$ cat config.mk
export PLATFORM = sky130hd
export DESIGN_NAME = ex_top_m
export DESIGN_NICKNAME = d
export VERILOG_FILES = /design/src/ex_pkg.sv /design/src/ex_alu_m.sv /design/src/ex_cond_m.sv /design/src/ex_decode_m.sv /design/src/ex_greg_m.sv /design/src/ex_io_m.sv /design/src/ex_operand_m.sv /design/src/ex_seq_m.sv /design/src/ex_top_m.sv
export SDC_FILE = /design/constraint.sdc
export NUM_CORES = 1
export LEC_CHECK = 0
export ABC_AREA = 1
export BUFFER_PORTS_ARGS = -buffer_cell sky130_fd_sc_hd__buf_2
export CORE_UTILIZATION = 40
export CTS_CLUSTER_DIAMETER = 40
export DETAILED_ROUTE_END_ITERATION = 7
export SYNTH_ARGS = -nofsm -noshare
export SYNTH_HDL_FRONTEND = slang
export SYNTH_SLANG_ARGS = --single-unit
$ cat constraint.sdc
create_clock -name i_ex_gck -period 9.5 [get_ports i_ex_gck]
set_input_delay 1.425 -clock i_ex_gck [delete_from_list [all_inputs] [get_ports i_ex_gck]]
set_output_delay 1.425 -clock i_ex_gck [all_outputs]
set_load 0.01 [all_outputs]
$ cat src/ex_pkg.sv
// Shared types and encoding layout for the nibble-serial execute engine.
package ex_pkg;

  // One 4-bit slice of data, the unit processed per clock cycle.
  typedef logic [3:0]  slice_t;

  // A full register value or instruction encoding.
  typedef logic [15:0] word_t;

  // Index of a general register.
  typedef logic [3:0]  reg_t;

  // Slice counter, running 0 to 3 over an instruction.
  typedef logic [1:0]  ctr_t;

  // Conditional execution state loaded by COND.
  typedef logic [7:0]  cond_t;

  // Opcodes held in the top four bits of an encoding.
  typedef enum logic [3:0] {
    OP_ADD     = 4'h0,
    OP_SUB     = 4'h1,
    OP_AND     = 4'h2,
    OP_OR      = 4'h3,
    OP_XOR     = 4'h4,
    OP_CMP_EQ  = 4'h5,
    OP_CMP_LT  = 4'h6,
    OP_CMP_LTU = 4'h7,
    OP_COND    = 4'h8,
    OP_PIN_IN  = 4'h9,
    OP_PIN_OUT = 4'ha,
    OP_UTX     = 4'hb
  } op_t;

  // ALU functions. Subtraction is an add with the right operand inverted
  // and a carry in of one.
  typedef enum logic [2:0] {
    ALU_ADD,
    ALU_AND,
    ALU_OR,
    ALU_XOR
  } alu_op_t;

  // Sequencer states.
  typedef enum logic {
    SEQ_IDLE,
    SEQ_RUN
  } seq_state_t;

  // Bit positions of the encoding fields.
  localparam int OPC_MSB = 15;
  localparam int OPC_LSB = 12;
  localparam int DST_MSB = 11;
  localparam int DST_LSB = 8;
  localparam int LHS_MSB = 7;
  localparam int LHS_LSB = 4;
  localparam int RHS_MSB = 3;
  localparam int RHS_LSB = 0;

endpackage

$ cat src/ex_alu_m.sv
`timescale 1ns/1ps

// Slice ALU. The result is combinational while carry and the zero flag are
// carried from one slice into the next.
module ex_alu_m import ex_pkg::*; (
  input  var logic     i_ex_gck,
  input  var logic     i_ex_rst_n,

  input  var ctr_t     i_ctr,
  input  var logic     i_run,
  input  var alu_op_t  i_op,
  input  var logic     i_inv,
  input  var logic     i_cin,
  input  var slice_t   i_lhs,
  input  var slice_t   i_rhs,

  output var slice_t   o_out,
  output var logic     o_flag_z,
  output var logic     o_flag_n,
  output var logic     o_flag_c,
  output var logic     o_flag_v
);

  slice_t     rhs;
  logic       cin;
  logic [4:0] sum;
  logic       carry_q;
  logic       zero_q;

  // Right operand is inverted for subtracts and compares.
  always_comb rhs = i_inv ? ~i_rhs : i_rhs;

  // Carry in comes from the encoding on the first slice and from the
  // previous slice after that.
  always_comb cin = i_ctr == ctr_t'(0) ? i_cin : carry_q;

  always_comb sum = {1'b0, i_lhs} + {1'b0, rhs} + 5'(cin);

  always_comb begin
    unique case (i_op)
      ALU_AND: o_out = i_lhs & rhs;
      ALU_OR:  o_out = i_lhs | rhs;
      ALU_XOR: o_out = i_lhs ^ rhs;
      default: o_out = sum[3:0];
    endcase
  end

  // Zero covers every slice seen so far, so it is only a full-word zero
  // during slice 3. Negative and overflow are only meaningful there too.
  always_comb o_flag_z = (i_ctr == ctr_t'(0) || zero_q) && o_out == '0;
  always_comb o_flag_n = o_out[3];
  always_comb o_flag_c = sum[4];
  always_comb o_flag_v = (i_lhs[3] == rhs[3]) && (sum[3] != i_lhs[3]);

  // Save the running carry and zero state for the next slice.
  always_ff @(posedge i_ex_gck, negedge i_ex_rst_n) begin
    if (!i_ex_rst_n) begin
      carry_q <= 1'b0;
      zero_q  <= 1'b0;
    end
    else if (i_run) begin
      carry_q <= o_flag_c;
      zero_q  <= o_flag_z;
    end
  end

endmodule

$ cat src/ex_cond_m.sv
`timescale 1ns/1ps

// Predicate register and conditional execution state.
module ex_cond_m import ex_pkg::*; (
  input  var logic   i_ex_gck,
  input  var logic   i_ex_rst_n,

  input  var ctr_t   i_ctr,
  input  var logic   i_run,
  input  var op_t    i_cmp_op,
  input  var logic   i_cond_wr,
  input  var cond_t  i_cond_data,
  input  var logic   i_pin_pred,
  input  var logic   i_flag_z,
  input  var logic   i_flag_n,
  input  var logic   i_flag_c,
  input  var logic   i_flag_v,

  output var logic   o_skip
);

  logic  pred_q;
  logic  pred_d;
  logic  pin_q;
  cond_t cond_q;
  logic  last;

  // The state only applies while a bit above bit 0 is set. Bit 0 then
  // holds the value P must have for the instruction to run.
  always_comb o_skip = |cond_q[7:1] && (pred_q != cond_q[0]);

  // Effects land at the end of the last slice of a running instruction.
  always_comb last = i_run && i_ctr == ctr_t'(3);

  // The pin bit is only offered on slice 0, so keep it for slice 3.
  always_ff @(posedge i_ex_gck) begin
    if (i_run && i_ctr == ctr_t'(0)) begin
      pin_q <= i_pin_pred;
    end
  end

  // New predicate value from the full-word flags. PIN_IN also copies the
  // sampled pin into P.
  always_comb begin
    pred_d = pred_q;
    if (!o_skip) begin
      unique case (i_cmp_op)
        OP_CMP_EQ:  pred_d = i_flag_z;
        OP_CMP_LT:  pred_d = i_flag_n != i_flag_v;
        OP_CMP_LTU: pred_d = !i_flag_c;
        OP_PIN_IN:  pred_d = pin_q;
        default:    pred_d = pred_q;
      endcase
    end
  end

  // A COND that runs loads new state, otherwise every instruction shifts
  // the state right by one, skipped or not.
  always_ff @(posedge i_ex_gck, negedge i_ex_rst_n) begin
    if (!i_ex_rst_n) begin
      pred_q <= 1'b0;
      cond_q <= '0;
    end
    else if (last) begin
      pred_q <= pred_d;
      cond_q <= i_cond_wr && !o_skip ? i_cond_data : cond_t'({1'b0, cond_q[7:1]});
    end
  end

endmodule

$ cat src/ex_decode_m.sv
`timescale 1ns/1ps

// Decoder for the held encoding. Purely combinational.
module ex_decode_m import ex_pkg::*; #(
  parameter int NUM_REGS = 16
) (
  input  var word_t                i_enc,
  input  var logic                 i_run,
  input  var logic                 i_skip,

  output var alu_op_t              o_alu_op,
  output var logic                 o_alu_inv,
  output var logic                 o_alu_cin,
  output var reg_t                 o_lhs_reg,
  output var reg_t                 o_rhs_reg,
  output var logic [NUM_REGS-1:0]  o_reg_wr,
  output var op_t                  o_cmp_op,
  output var logic                 o_cond_wr,
  output var op_t                  o_pin_op,
  output var logic [1:0]           o_pin_idx,
  output var logic                 o_utx
);

  op_t  op;
  reg_t dst;
  logic dst_wr;

  always_comb op  = op_t'(i_enc[OPC_MSB:OPC_LSB]);
  always_comb dst = i_enc[DST_MSB:DST_LSB];

  // ALU controls. Compares are subtracts whose result is only used for the
  // flags. Non-ALU ops read the right operand as register 0 so that the ALU
  // passes the left operand through, which is what UTX sends.
  always_comb begin
    o_alu_op  = ALU_ADD;
    o_alu_inv = 1'b0;
    o_alu_cin = 1'b0;
    o_rhs_reg = i_enc[RHS_MSB:RHS_LSB];

    unique case (op)
      OP_ADD:     ;
      OP_AND:     o_alu_op = ALU_AND;
      OP_OR:      o_alu_op = ALU_OR;
      OP_XOR:     o_alu_op = ALU_XOR;
      OP_SUB, OP_CMP_EQ, OP_CMP_LT, OP_CMP_LTU: begin
        o_alu_inv = 1'b1;
        o_alu_cin = 1'b1;
      end
      default:    o_rhs_reg = '0;
    endcase
  end

  always_comb o_lhs_reg = i_enc[LHS_MSB:LHS_LSB];

  // Only the ALU ops and PIN_IN write a destination register, and only
  // when a slice actually runs and is not skipped.
  always_comb dst_wr = i_run && !i_skip
                    && (op inside {OP_ADD, OP_SUB, OP_AND, OP_OR, OP_XOR, OP_PIN_IN});

  // One-hot destination enables. Bit 0 stays low as register 0 is zero.
  always_comb begin
    o_reg_wr = '0;
    for (int i = 1; i < NUM_REGS; i++) begin
      o_reg_wr[i] = dst_wr && dst == reg_t'(i);
    end
  end

  // Remaining controls go out raw; the units qualify them with run and skip.
  always_comb o_cmp_op  = op;
  always_comb o_cond_wr = op == OP_COND;
  always_comb o_pin_op  = op;
  always_comb o_pin_idx = i_enc[RHS_LSB+1:RHS_LSB];
  always_comb o_utx     = op == OP_UTX;

endmodule

$ cat src/ex_greg_m.sv
`timescale 1ns/1ps

// A single 16-bit general register that is read and written one slice at
// a time. The lowest slice is always the one being worked on.
module ex_greg_m import ex_pkg::*; (
  input  var logic    i_ex_gck,
  input  var logic    i_ex_rst_n,

  input  var logic    i_run,
  input  var logic    i_wr,
  input  var slice_t  i_data,

  output var slice_t  o_data
);

  word_t data_q;
  slice_t in_slice;

  // On a write the new slice takes the place of the one leaving the bottom.
  always_comb in_slice = i_wr ? i_data : data_q[3:0];

  // Rotate right by a slice on every running cycle so that after four
  // cycles the register is back in its original alignment.
  always_ff @(posedge i_ex_gck, negedge i_ex_rst_n) begin
    if (!i_ex_rst_n) begin
      data_q <= '0;
    end
    else if (i_run) begin
      data_q <= {in_slice, data_q[15:4]};
    end
  end

  always_comb o_data = data_q[3:0];

endmodule

$ cat src/ex_io_m.sv
`timescale 1ns/1ps

// Input and output pins plus the UART transmit valid.
module ex_io_m import ex_pkg::*; #(
  parameter int NUM_PINS = 4
) (
  input  var logic                 i_ex_gck,
  input  var logic                 i_ex_rst_n,

  input  var ctr_t                 i_ctr,
  input  var logic                 i_run,
  input  var logic                 i_skip,
  input  var op_t                  i_pin_op,
  input  var logic [1:0]           i_pin_idx,
  input  var slice_t               i_lhs,
  input  var logic [NUM_PINS-1:0]  i_io_pins,
  input  var logic                 i_utx,

  output var slice_t               o_pin_data,
  output var logic [NUM_PINS-1:0]  o_io_pins,
  output var logic                 o_utx_vld
);

  logic [NUM_PINS-1:0] in_pins_q;
  logic [NUM_PINS-1:0] out_pins_q;
  logic                idx_ok;

  // Pins past the implemented count are ignored on output and read as 0.
  always_comb idx_ok = int'(i_pin_idx) < NUM_PINS;

  // Input pins are registered every cycle.
  always_ff @(posedge i_ex_gck, negedge i_ex_rst_n) begin
    if (!i_ex_rst_n) begin
      in_pins_q <= '0;
    end
    else begin
      in_pins_q <= i_io_pins;
    end
  end

  // PIN_IN writes the pin into bit 0 and zeros elsewhere, so the data is
  // the pin on slice 0 and zero on the other slices.
  always_comb begin
    o_pin_data = '0;
    if (i_pin_op == OP_PIN_IN && i_ctr == ctr_t'(0) && idx_ok) begin
      o_pin_data = slice_t'(in_pins_q[i_pin_idx]);
    end
  end

  // Bit 0 of the left register is only present on slice 0.
  always_ff @(posedge i_ex_gck, negedge i_ex_rst_n) begin
    if (!i_ex_rst_n) begin
      out_pins_q <= '0;
    end
    else if (i_run && !i_skip && i_ctr == ctr_t'(0)
             && i_pin_op == OP_PIN_OUT && idx_ok) begin
      out_pins_q[i_pin_idx] <= i_lhs[0];
    end
  end

  always_comb o_io_pins = out_pins_q;

  // Valid on every running slice of a UTX. Run stays low during the accept
  // wait, so nothing is offered until the receiver is ready.
  always_comb o_utx_vld = i_run && !i_skip && i_utx;

endmodule

$ cat src/ex_operand_m.sv
`timescale 1ns/1ps

// Picks the current slice of the left and right operand registers.
module ex_operand_m import ex_pkg::*; #(
  parameter int NUM_REGS = 16
) (
  input  var slice_t [NUM_REGS-1:0]  i_regs,
  input  var reg_t                   i_lhs_reg,
  input  var reg_t                   i_rhs_reg,

  output var slice_t                 o_lhs,
  output var slice_t                 o_rhs
);

  // Register 0 and any index past the implemented registers read as zero.
  function automatic slice_t read_slice(input reg_t idx, input slice_t [NUM_REGS-1:0] regs);
    slice_t val;
    val = '0;
    if (idx != '0 && int'(idx) < NUM_REGS) begin
      val = regs[idx];
    end
    return val;
  endfunction

  always_comb o_lhs = read_slice(i_lhs_reg, i_regs);
  always_comb o_rhs = read_slice(i_rhs_reg, i_regs);

endmodule

$ cat src/ex_seq_m.sv
`timescale 1ns/1ps

// Instruction sequencer. Takes one encoding at a time and walks it through
// the four slice cycles.
module ex_seq_m import ex_pkg::*; (
  input  var logic   i_ex_gck,
  input  var logic   i_ex_rst_n,

  input  var word_t  i_enc,
  input  var logic   i_enc_vld,
  input  var logic   i_utx_acp,
  input  var logic   i_skip,

  output var word_t  o_enc,
  output var ctr_t   o_ctr,
  output var logic   o_run,
  output var logic   o_stall
);

  seq_state_t state_q;
  ctr_t       ctr_q;
  word_t      enc_q;
  logic       utx_wait;
  logic       take;

  // A UTX that is going to run must see accept on slice 0 before any of its
  // slices are sent, so it holds at slice 0 until then.
  always_comb utx_wait = state_q == SEQ_RUN
                      && ctr_q == ctr_t'(0)
                      && op_t'(enc_q[OPC_MSB:OPC_LSB]) == OP_UTX
                      && !i_skip
                      && !i_utx_acp;

  // A slice executes on every busy cycle except while waiting for accept.
  always_comb o_run = state_q == SEQ_RUN && !utx_wait;

  // The source must hold its encoding until the last slice of the current
  // instruction, or for as long as the UART wait lasts.
  always_comb o_stall = (state_q == SEQ_RUN && ctr_q != ctr_t'(3)) || utx_wait;

  // New encoding is taken when offered and not stalled.
  always_comb take = i_enc_vld && !o_stall;

  // State and slice counter. An encoding taken at the end of slice 3 starts
  // straight away at slice 0 on the next cycle.
  always_ff @(posedge i_ex_gck, negedge i_ex_rst_n) begin
    if (!i_ex_rst_n) begin
      state_q <= SEQ_IDLE;
      ctr_q   <= '0;
    end
    else if (state_q == SEQ_IDLE) begin
      if (take) state_q <= SEQ_RUN;
    end
    else if (o_run) begin
      ctr_q <= ctr_q + ctr_t'(1);
      if (ctr_q == ctr_t'(3) && !take) state_q <= SEQ_IDLE;
    end
  end

  // Held encoding. Cleared at reset so the decoder never sees unknowns.
  always_ff @(posedge i_ex_gck, negedge i_ex_rst_n) begin
    if (!i_ex_rst_n) begin
      enc_q <= '0;
    end
    else if (take) begin
      enc_q <= i_enc;
    end
  end

  always_comb o_enc = enc_q;
  always_comb o_ctr = ctr_q;

endmodule

$ cat src/ex_top_m.sv
`timescale 1ns/1ps

// Top level of the nibble-serial execute engine.
module ex_top_m import ex_pkg::*; #(
  parameter int NUM_REGS = 16,
  parameter int NUM_PINS = 4
) (
  input  var logic                 i_ex_gck,
  input  var logic                 i_ex_rst_n,

  input  var word_t                i_ex_enc,
  input  var logic                 i_ex_enc_vld,
  output var logic                 o_ex_stall,

  output var slice_t               o_ex_utx_data,
  output var logic                 o_ex_utx_vld,
  input  var logic                 i_ex_utx_acp,

  input  var logic [NUM_PINS-1:0]  i_ex_io_pins,
  output var logic [NUM_PINS-1:0]  o_ex_io_pins
);

  word_t                 enc;
  ctr_t                  ctr;
  logic                  run;
  logic                  skip;

  alu_op_t               alu_op;
  logic                  alu_inv;
  logic                  alu_cin;
  reg_t                  lhs_reg;
  reg_t                  rhs_reg;
  logic [NUM_REGS-1:0]   reg_wr;
  op_t                   cmp_op;
  logic                  cond_wr;
  op_t                   pin_op;
  logic [1:0]            pin_idx;
  logic                  utx;

  slice_t [NUM_REGS-1:0] regs;
  slice_t                lhs;
  slice_t                rhs;
  slice_t                alu_out;
  slice_t                pin_data;
  slice_t                wr_data;
  logic                  flag_z;
  logic                  flag_n;
  logic                  flag_c;
  logic                  flag_v;

  ex_seq_m seq_u (
    .i_ex_gck   (i_ex_gck),
    .i_ex_rst_n (i_ex_rst_n),
    .i_enc      (i_ex_enc),
    .i_enc_vld  (i_ex_enc_vld),
    .i_utx_acp  (i_ex_utx_acp),
    .i_skip     (skip),
    .o_enc      (enc),
    .o_ctr      (ctr),
    .o_run      (run),
    .o_stall    (o_ex_stall)
  );

  ex_decode_m #(.NUM_REGS(NUM_REGS)) decode_u (
    .i_enc      (enc),
    .i_run      (run),
    .i_skip     (skip),
    .o_alu_op   (alu_op),
    .o_alu_inv  (alu_inv),
    .o_alu_cin  (alu_cin),
    .o_lhs_reg  (lhs_reg),
    .o_rhs_reg  (rhs_reg),
    .o_reg_wr   (reg_wr),
    .o_cmp_op   (cmp_op),
    .o_cond_wr  (cond_wr),
    .o_pin_op   (pin_op),
    .o_pin_idx  (pin_idx),
    .o_utx      (utx)
  );

  // Register 0 has no storage and always supplies zero.
  assign regs[0] = '0;

  for (genvar g = 1; g < NUM_REGS; g++) begin : g_reg
    ex_greg_m greg_u (
      .i_ex_gck   (i_ex_gck),
      .i_ex_rst_n (i_ex_rst_n),
      .i_run      (run),
      .i_wr       (reg_wr[g]),
      .i_data     (wr_data),
      .o_data     (regs[g])
    );
  end

  ex_operand_m #(.NUM_REGS(NUM_REGS)) operand_u (
    .i_regs     (regs),
    .i_lhs_reg  (lhs_reg),
    .i_rhs_reg  (rhs_reg),
    .o_lhs      (lhs),
    .o_rhs      (rhs)
  );

  ex_alu_m alu_u (
    .i_ex_gck   (i_ex_gck),
    .i_ex_rst_n (i_ex_rst_n),
    .i_ctr      (ctr),
    .i_run      (run),
    .i_op       (alu_op),
    .i_inv      (alu_inv),
    .i_cin      (alu_cin),
    .i_lhs      (lhs),
    .i_rhs      (rhs),
    .o_out      (alu_out),
    .o_flag_z   (flag_z),
    .o_flag_n   (flag_n),
    .o_flag_c   (flag_c),
    .o_flag_v   (flag_v)
  );

  ex_cond_m cond_u (
    .i_ex_gck    (i_ex_gck),
    .i_ex_rst_n  (i_ex_rst_n),
    .i_ctr       (ctr),
    .i_run       (run),
    .i_cmp_op    (cmp_op),
    .i_cond_wr   (cond_wr),
    .i_cond_data (enc[7:0]),
    .i_pin_pred  (pin_data[0]),
    .i_flag_z    (flag_z),
    .i_flag_n    (flag_n),
    .i_flag_c    (flag_c),
    .i_flag_v    (flag_v),
    .o_skip      (skip)
  );

  ex_io_m #(.NUM_PINS(NUM_PINS)) io_u (
    .i_ex_gck   (i_ex_gck),
    .i_ex_rst_n (i_ex_rst_n),
    .i_ctr      (ctr),
    .i_run      (run),
    .i_skip     (skip),
    .i_pin_op   (pin_op),
    .i_pin_idx  (pin_idx),
    .i_lhs      (lhs),
    .i_io_pins  (i_ex_io_pins),
    .i_utx      (utx),
    .o_pin_data (pin_data),
    .o_io_pins  (o_ex_io_pins),
    .o_utx_vld  (o_ex_utx_vld)
  );

  // Registers take the pin slice for PIN_IN and the ALU result otherwise.
  always_comb wr_data = pin_op == OP_PIN_IN ? pin_data : alu_out;

  // UTX runs the left register through the ALU unchanged.
  always_comb o_ex_utx_data = alu_out;

endmodule

==> flow_summary.yaml, run 1 <==
yosys:
  synthXorXnorAreaFrac: 0.003324
  synth_top_area_share: 0.5280
  yosys_most_used_dff: "dfrtp_1"
  synth_top_family_by_area: "simple AND/OR/NAND/NOR gates"
  yosysWarnings: 0
  synth_compound_area_frac: 0.1596
  synth_seq_cells: 279
  async_flop_share: 0.9964
  synth_nets: 1689
  yosys.area_share.simple: 0.2069
  synth_cells: 1653
  yosys.area_share.adder: 0.01253
  yosysUniqueCellTypes: 39
  yosys-mux-area-fraction: 0
  synthTopCellsByArea: "dfrtp_1 53%, nand2_1 15%, o21ai_0 11%"
  synth_edf_count: 1
  avgSynthCellArea_um2: 7.971
  ys_seq_area_frac: 0.5302
  synth_area_leader_cell: "dfrtp_1"
  synth_area_um2: 13180
finish:
  diodes: 0
  fin_nets: 1697
  fillers: 3227
  areaGrowthSynthToFinish_pct: 14.52
  drive_gt1_frac: 0.08452
timing:
  final.min_clock_period_ns: 5.453
  tightest_slew_ns: 1.079
  hold_viol: 0
  rsz0062_at_grt: "false"
  period_share: 0.5740
  whs_ns: 0.4672
  fmaxAchievable_mhz: 183.4
  fin_setup_tns_ns: 0
  clock-skew-final_ns: 0.02032
  fin_ws_ns: 4.047
  finalSetupViolCount: 0
  slew_violations: 0
  slew_headroom: 0.2805
clock_tree:
  post-cts-setup-buffers: 0
  clock-sinks: 279
  clk_transition_reported_paths_ns: 0.05
  numCtsBuffers: 43
  clockRootBuffer: "clkbuf_16"
  htree_levels: 2
  ctsLongestPathBuffers: 3
  clk_latency_ns: 0.54
  hold_buffers: 0
  tritoncts: "built"
  cts_resized: 0
floorplanning:
  initial_core_util: 0.4060
  die_w_um: 183.5
  rows: 66
  core_um2: 32450
  dieArea_um2: 33670
  ios: 34
  die_h_um: 183.5
route:
  ant_nets: 0
  num_vias: 10540
  postRouteWirelength_um: 33250
  wire_per_inst_um: 15.58
  firstDrtPassIters: 5
  remaining_drc_errors: 0
  vias_per_cell: 4.941
  drt-initial-drc-count: 711
global_routing:
  grt_max_degree: 164
  antenna_found_initial: 0
  grt_pass1_wl_um: 54440
  grt.overflow.total: 0
  grtUsageTotal: 0.2050
  grt_pass1_vias: 10070
setup_path:
  reg2reg_slack_ns: 5.23
  crit_chain: "inv_1, nand2_1, inv_1, a21oi_1, o211ai_1, nand3_1, nand2_1, inv_1, fa_1, inv_1, fa_1, xor2_1, nand2_1, nand2_1, buf_2"
  cp-end-kind: "output pin"
  crit_path_max_fanout: 27
  max_stage_delay_ns: 0.84
  worstPathArrival_ns: 4.03
  required_ns: 8.08
  critPathSlowestCell: "dfrtp_1"
  crit_path_start_kind: "flop"
  crit_type: "flop to output pin"
run_status:
  status: "finished, final reports clean"
power_and_ir_drop:
  power_density_nw_per_um2: 407.9
  ir_drop_mv: 0.5136
  p_leak_nw: 7.116
placement:
  io_buffers: 33
  hpwl_um: 22310
  dpl_worst_slack_ns: 4.630
  gp_congestion: 0.8979
worst_hold_path:
  hold_class: "flop to flop"
flow_run:
  drv_cap: 0
logic make-up (layout without fill, tap and decap cells):
family	Yosys count	count (layout)
XOR/XNOR	5	5
AO/OA/AOI/OAI	394	394
buffers and inverters	286	325
adder cells (fa/ha/maj)	12	12
AND/OR/NAND/NOR	677	677
flip-flops	279	279
report_power, final:
group | internal (mW) | switching [mW]
Clock | 0.998 | 0.577
Sequential | 1.61 | 0.277
Combinational | 0.728 | 1.97
Total | 3.34 | 2.82
final timing paths:
kind,start,end,cells after the start
setup reg to reg,seq_u.o_enc[4]$_DFFE_PN0P_,g_reg[9].greg_u.data_q[15]$_DFFE_PN0P_,20
hold / removal,g_reg[3].greg_u.data_q[6]$_DFFE_PN0P_,g_reg[3].greg_u.data_q[2]$_DFFE_PN0P_,2
hold reg to reg,g_reg[3].greg_u.data_q[6]$_DFFE_PN0P_,g_reg[3].greg_u.data_q[2]$_DFFE_PN0P_,2
min in group asynchronous,i_ex_rst_n,g_reg[13].greg_u.data_q[15]$_DFFE_PN0P_,1
setup / recovery,seq_u.o_enc[4]$_DFFE_PN0P_,o_ex_utx_data[2],15
max in group asynchronous,i_ex_rst_n,g_reg[12].greg_u.data_q[2]$_DFFE_PN0P_,2
flip-flops by register name, summed over array words and instances, names as in the netlist:
| register | count |
|---|---|
| io_u.o_io_pins | 4 |
| seq_u.o_ctr | 2 |
| cond_u.pred_q | 1 |
| g.greg_u.data_q | 240 |
| cond_u.pin_q | 1 |
| seq_u.state_q | 1 |
| alu_u.zero_q | 1 |
| alu_u.carry_q | 1 |
| cond_u.cond_q | 8 |
| io_u.in_pins_q | 4 |
| seq_u.o_enc | 16 |
worst max-delay path: cells and delay by family (launching register included):
| kind | cells | cell delay, ns |
|---|---|---|
| AOI/OAI and AO/OA | 2 | 0.24 |
| buffers and inverters | 5 | 0.94 |
| and+or+nand+nor | 5 | 0.72 |
| xor gates and xnor gates | 1 | 0.17 |
| adders and majority gates | 2 | 0.57 |
| DFF | 1 | 0.84 |
cells in the final DEF (no fill, tap or decap), types with 9 or more instances in the layout:
master,count
ha_1,10
nor2_1,63
nand2_1,527
buf_2,32
nand3_1,56
o21ai_1,29
dfrtp_1,278
inv_1,201
a21oi_1,25
o221ai_1,11
o21ai_0,298
nor3_1,9
clkbuf_16,44
nor2_4,10
o211ai_1,15
synthesized netlist by cell type, types with 2 or more instances:
master / count
nand3_1: 56
nor3_1: 9
xor2_1: 5
clkbuf_1: 27
nor2_4: 10
a21oi_1: 26
nand4_1: 3
dfrtp_1: 278
o2111ai_1: 2
nor2_1: 63
a31oi_1: 5
inv_2: 5
buf_4: 4
nand2_2: 4
fa_1: 2
nand2_1: 528
o21ai_1: 29
o221ai_1: 11
a21oi_2: 2
buf_1: 6
o21ai_0: 298
ha_1: 10
inv_1: 201
o211ai_1: 15
buf_2: 40
per-stage QoR:
step | std cells | util | cell area (um^2) | total power, mW
final | 2134 | 0.4650 | 15090 | 6.156
after CTS | 2134 | 0.4650 | 15090 | 6.206
after floorplan | 1653 | - | 13180 | 3.702
after global placement | 2058 | 0.4199 | 13630 | 4.562
after global routing | 2134 | 0.4650 | 15090 | 6.639
after detailed placement | 2058 | 0.4199 | 13630 | 4.592
per-layer routing:
layer	share of wire	global-route usage	wire, um	vias up
li1	-	-	-	5294
met1	0.48	0.2952	16100	4949
met2	0.43	0.3086	14380	236
met3	0.054	0.03645	1808	65
met4	0.029	0.07367	958	0
met5	0	0	0	-
area by class of cell:
cell class / count / area [um^2] / area share
Clock buffer: 54 / 1219 / 0.08076
Timing Repair Buffer: 42 / 255.2 / 0.01692
Inverter: 207 / 782.0 / 0.05182
Tap cell: 442 / 553.0 / 0.03665
Multi-Input combinational cell: 1088 / 5050 / 0.3347
Sequential cell: 279 / 6987 / 0.4630
Clock inverter: 22 / 244.0 / 0.01617
Power figures use the tool's default switching activity.
==> run 2, diff against run 1 <==
- clock period: 9.5 -> 5.2 ns (I/O delays scaled with it)
==> flow_summary.yaml, run 2 (synthesis gave the netlist of run 1 again) <==
floorplanning:
  rows: 66
  dieArea_um2: 33670
  core_um2: 32450
  initial_core_util: 0.4060
  die_h_um: 183.5
  ios: 34
  die_w_um: 183.5
power_and_ir_drop:
  p_leak_nw: 7.146
  power_density_nw_per_um2: 735.0
  ir_drop_mv: 0.4562
setup_path:
  rr_endpoint: "g_reg[2].greg_u.data_q[13]$_DFFE_PN0P_"
  crit_type: "flop to output pin"
  cpMostUsedCell: "nand2_1"
  reg2reg_depth: 18
  worstPathArrival_ns: 3.89
  crit_path_start_kind: "flop"
  cp-end-kind: "output pin"
  critPathSlowestCell: "dfrtp_1"
  crit_path_max_fanout: 36
  reg2reg_slack_ns: 1.11
  timing.critical_path.buf_inv: 4
  crit_chain: "inv_1, nand2_2, inv_2, nor2_1, o31ai_1, o211ai_1, nand2_1, xor2_1, fa_1, inv_1, fa_1, xor2_1, nand2_1, nand2_1, buf_2"
  required_ns: 4.42
  max_stage_delay_ns: 0.47
  cp_top_family: "buffers and inverters"
  r2r-start: "seq_u.o_enc[15]$_DFFE_PN0P_"
clock_tree:
  ctsLongestPathBuffers: 3
  cts_resized: 0
  tritoncts: "built"
  post-cts-setup-buffers: 0
  clockRootBuffer: "clkbuf_16"
  clock-sinks: 279
  htree_levels: 2
  clk_latency_ns: 0.53
  numCtsBuffers: 43
  clk_transition_reported_paths_ns: 0.05
  hold_buffers: 0
timing:
  clock-skew-final_ns: 0.01463
  finalSetupViolCount: 0
  fmaxAchievable_mhz: 214.1
  tightest_slew_ns: 1.092
  final.min_clock_period_ns: 4.672
  hold_viol: 0
  fin_setup_tns_ns: 0
  rsz0062_at_grt: "false"
  slew_headroom: 0.2722
  period_share: 0.8984
  slew_violations: 0
finish:
  multi_input_comb_area_um2: 5046
  final_cell_mix: "527 x nand2_1, 298 x o21ai_0, 278 x dfrtp_1"
  fin_nets: 1703
  finish.utilization: 0.4662
  drive_gt1_frac: 0.08598
  fillers: 3166
  diodes: 0
  areaGrowthSynthToFinish_pct: 14.82
  layout_commonest_cell: "nand2_1"
  regMostFlops: "g.greg_u.data_q"
  largest_reg_flops: 240
  register_area_um2: 6987
route:
  postRouteWirelength_um: 33560
  ant_nets: 0
  vias_per_cell: 5.000
  wire_per_inst_um: 15.68
  drt-initial-drc-count: 805
  remaining_drc_errors: 0
  firstDrtPassIters: 6
  num_vias: 10700
placement:
  hpwl_um: 22480
  gp_congestion: 0.9153
  io_buffers: 33
global_routing:
  grt_pass1_vias: 10330
  grt_max_degree: 136
  grtUsageTotal: 0.2082
  grt_pass1_wl_um: 55420
  grt.overflow.total: 0
  antenna_found_initial: 0
worst_hold_path:
  hold_class: "primary input to flop"
  hold_depth: 1
  hp-start: "i_ex_io_pins[3]"
  hold_path_end: "io_u.in_pins_q[3]$_DFF_PN0_"
run_status:
  status: "finished, final reports clean"
flow_run:
  drv_cap: 0
[run 2: cell types whose count changed in the layout (fill, tap and decap cells not counted), moves of 2 or more]
cell / previous run / this run
buf_12: 1 / 3
buf_4: 8 / 12
clkbuf_1: 2 / 4
clkbuf_8: 8 / 6
inv_8: 2 / 4
[run 2: area by class of cell]
class | count | area share
clock buffers | 55 | 0.08088
multi-input cells | 1088 | 0.3335
inverters | 207 | 0.05169
well taps | 442 | 0.03655
flip-flops and latches | 279 | 0.4618
clock inverters | 21 | 0.01406
repair buffers | 48 | 0.02150
[run 2: per-stage QoR]
stage                     cells  hold slack, ns  worst slack [ns]  cell area, um^2  power (mW)
after CTS                  2140          0.3405            0.5375            15130       11.19
after global routing       2140          0.3446            0.1263            15130       12.00
after detailed placement   2064          0.4546             1.113            13690       8.299
after floorplan            1653          0.4422             1.795            13180       6.763
final                      2140          0.3566            0.5284            15130       11.12
after global placement     2064          0.4505             1.187            13690       8.239
[run 2: per-layer routing]
layer | up-vias | global-route usage | wire length, um | part of all wire
met4 | 0 | 0.05833 | 726 | 0.022
met5 | - | 0 | 0 | 0
met3 | 55 | 0.02991 | 2078 | 0.062
met1 | 5030 | 0.3059 | 16130 | 0.48
met2 | 307 | 0.3194 | 14620 | 0.44
li1 | 5307 | - | - | -
[run 2: where the power goes]
part	internal [mW]	leakage, nW	switching, mW	total [mW]
registers	2.95	3.73	0.459	3.41
clock network	1.78	0.713	1.06	2.84
logic	1.37	2.70	3.51	4.88
total	6.10	7.15	5.02	11.1
[run 2: worst max-delay path by stage]
stage	slack, ns	start	cells after the start	end
after floorplan	1.80	seq_u.o_enc[15]$_DFFE_PN0P_	16	o_ex_utx_data[1]
after global placement	1.19	seq_u.o_enc[15]$_DFFE_PN0P_	16	o_ex_utx_data[2]
after detailed placement	1.11	seq_u.o_enc[15]$_DFFE_PN0P_	15	o_ex_utx_data[2]
after CTS	0.54	seq_u.o_enc[15]$_DFFE_PN0P_	15	o_ex_utx_data[2]
after global routing	0.13	seq_u.o_enc[0]$_DFFE_PN0P_	14	o_ex_utx_data[2]
final	0.53	seq_u.o_enc[15]$_DFFE_PN0P_	15	o_ex_utx_data[2]
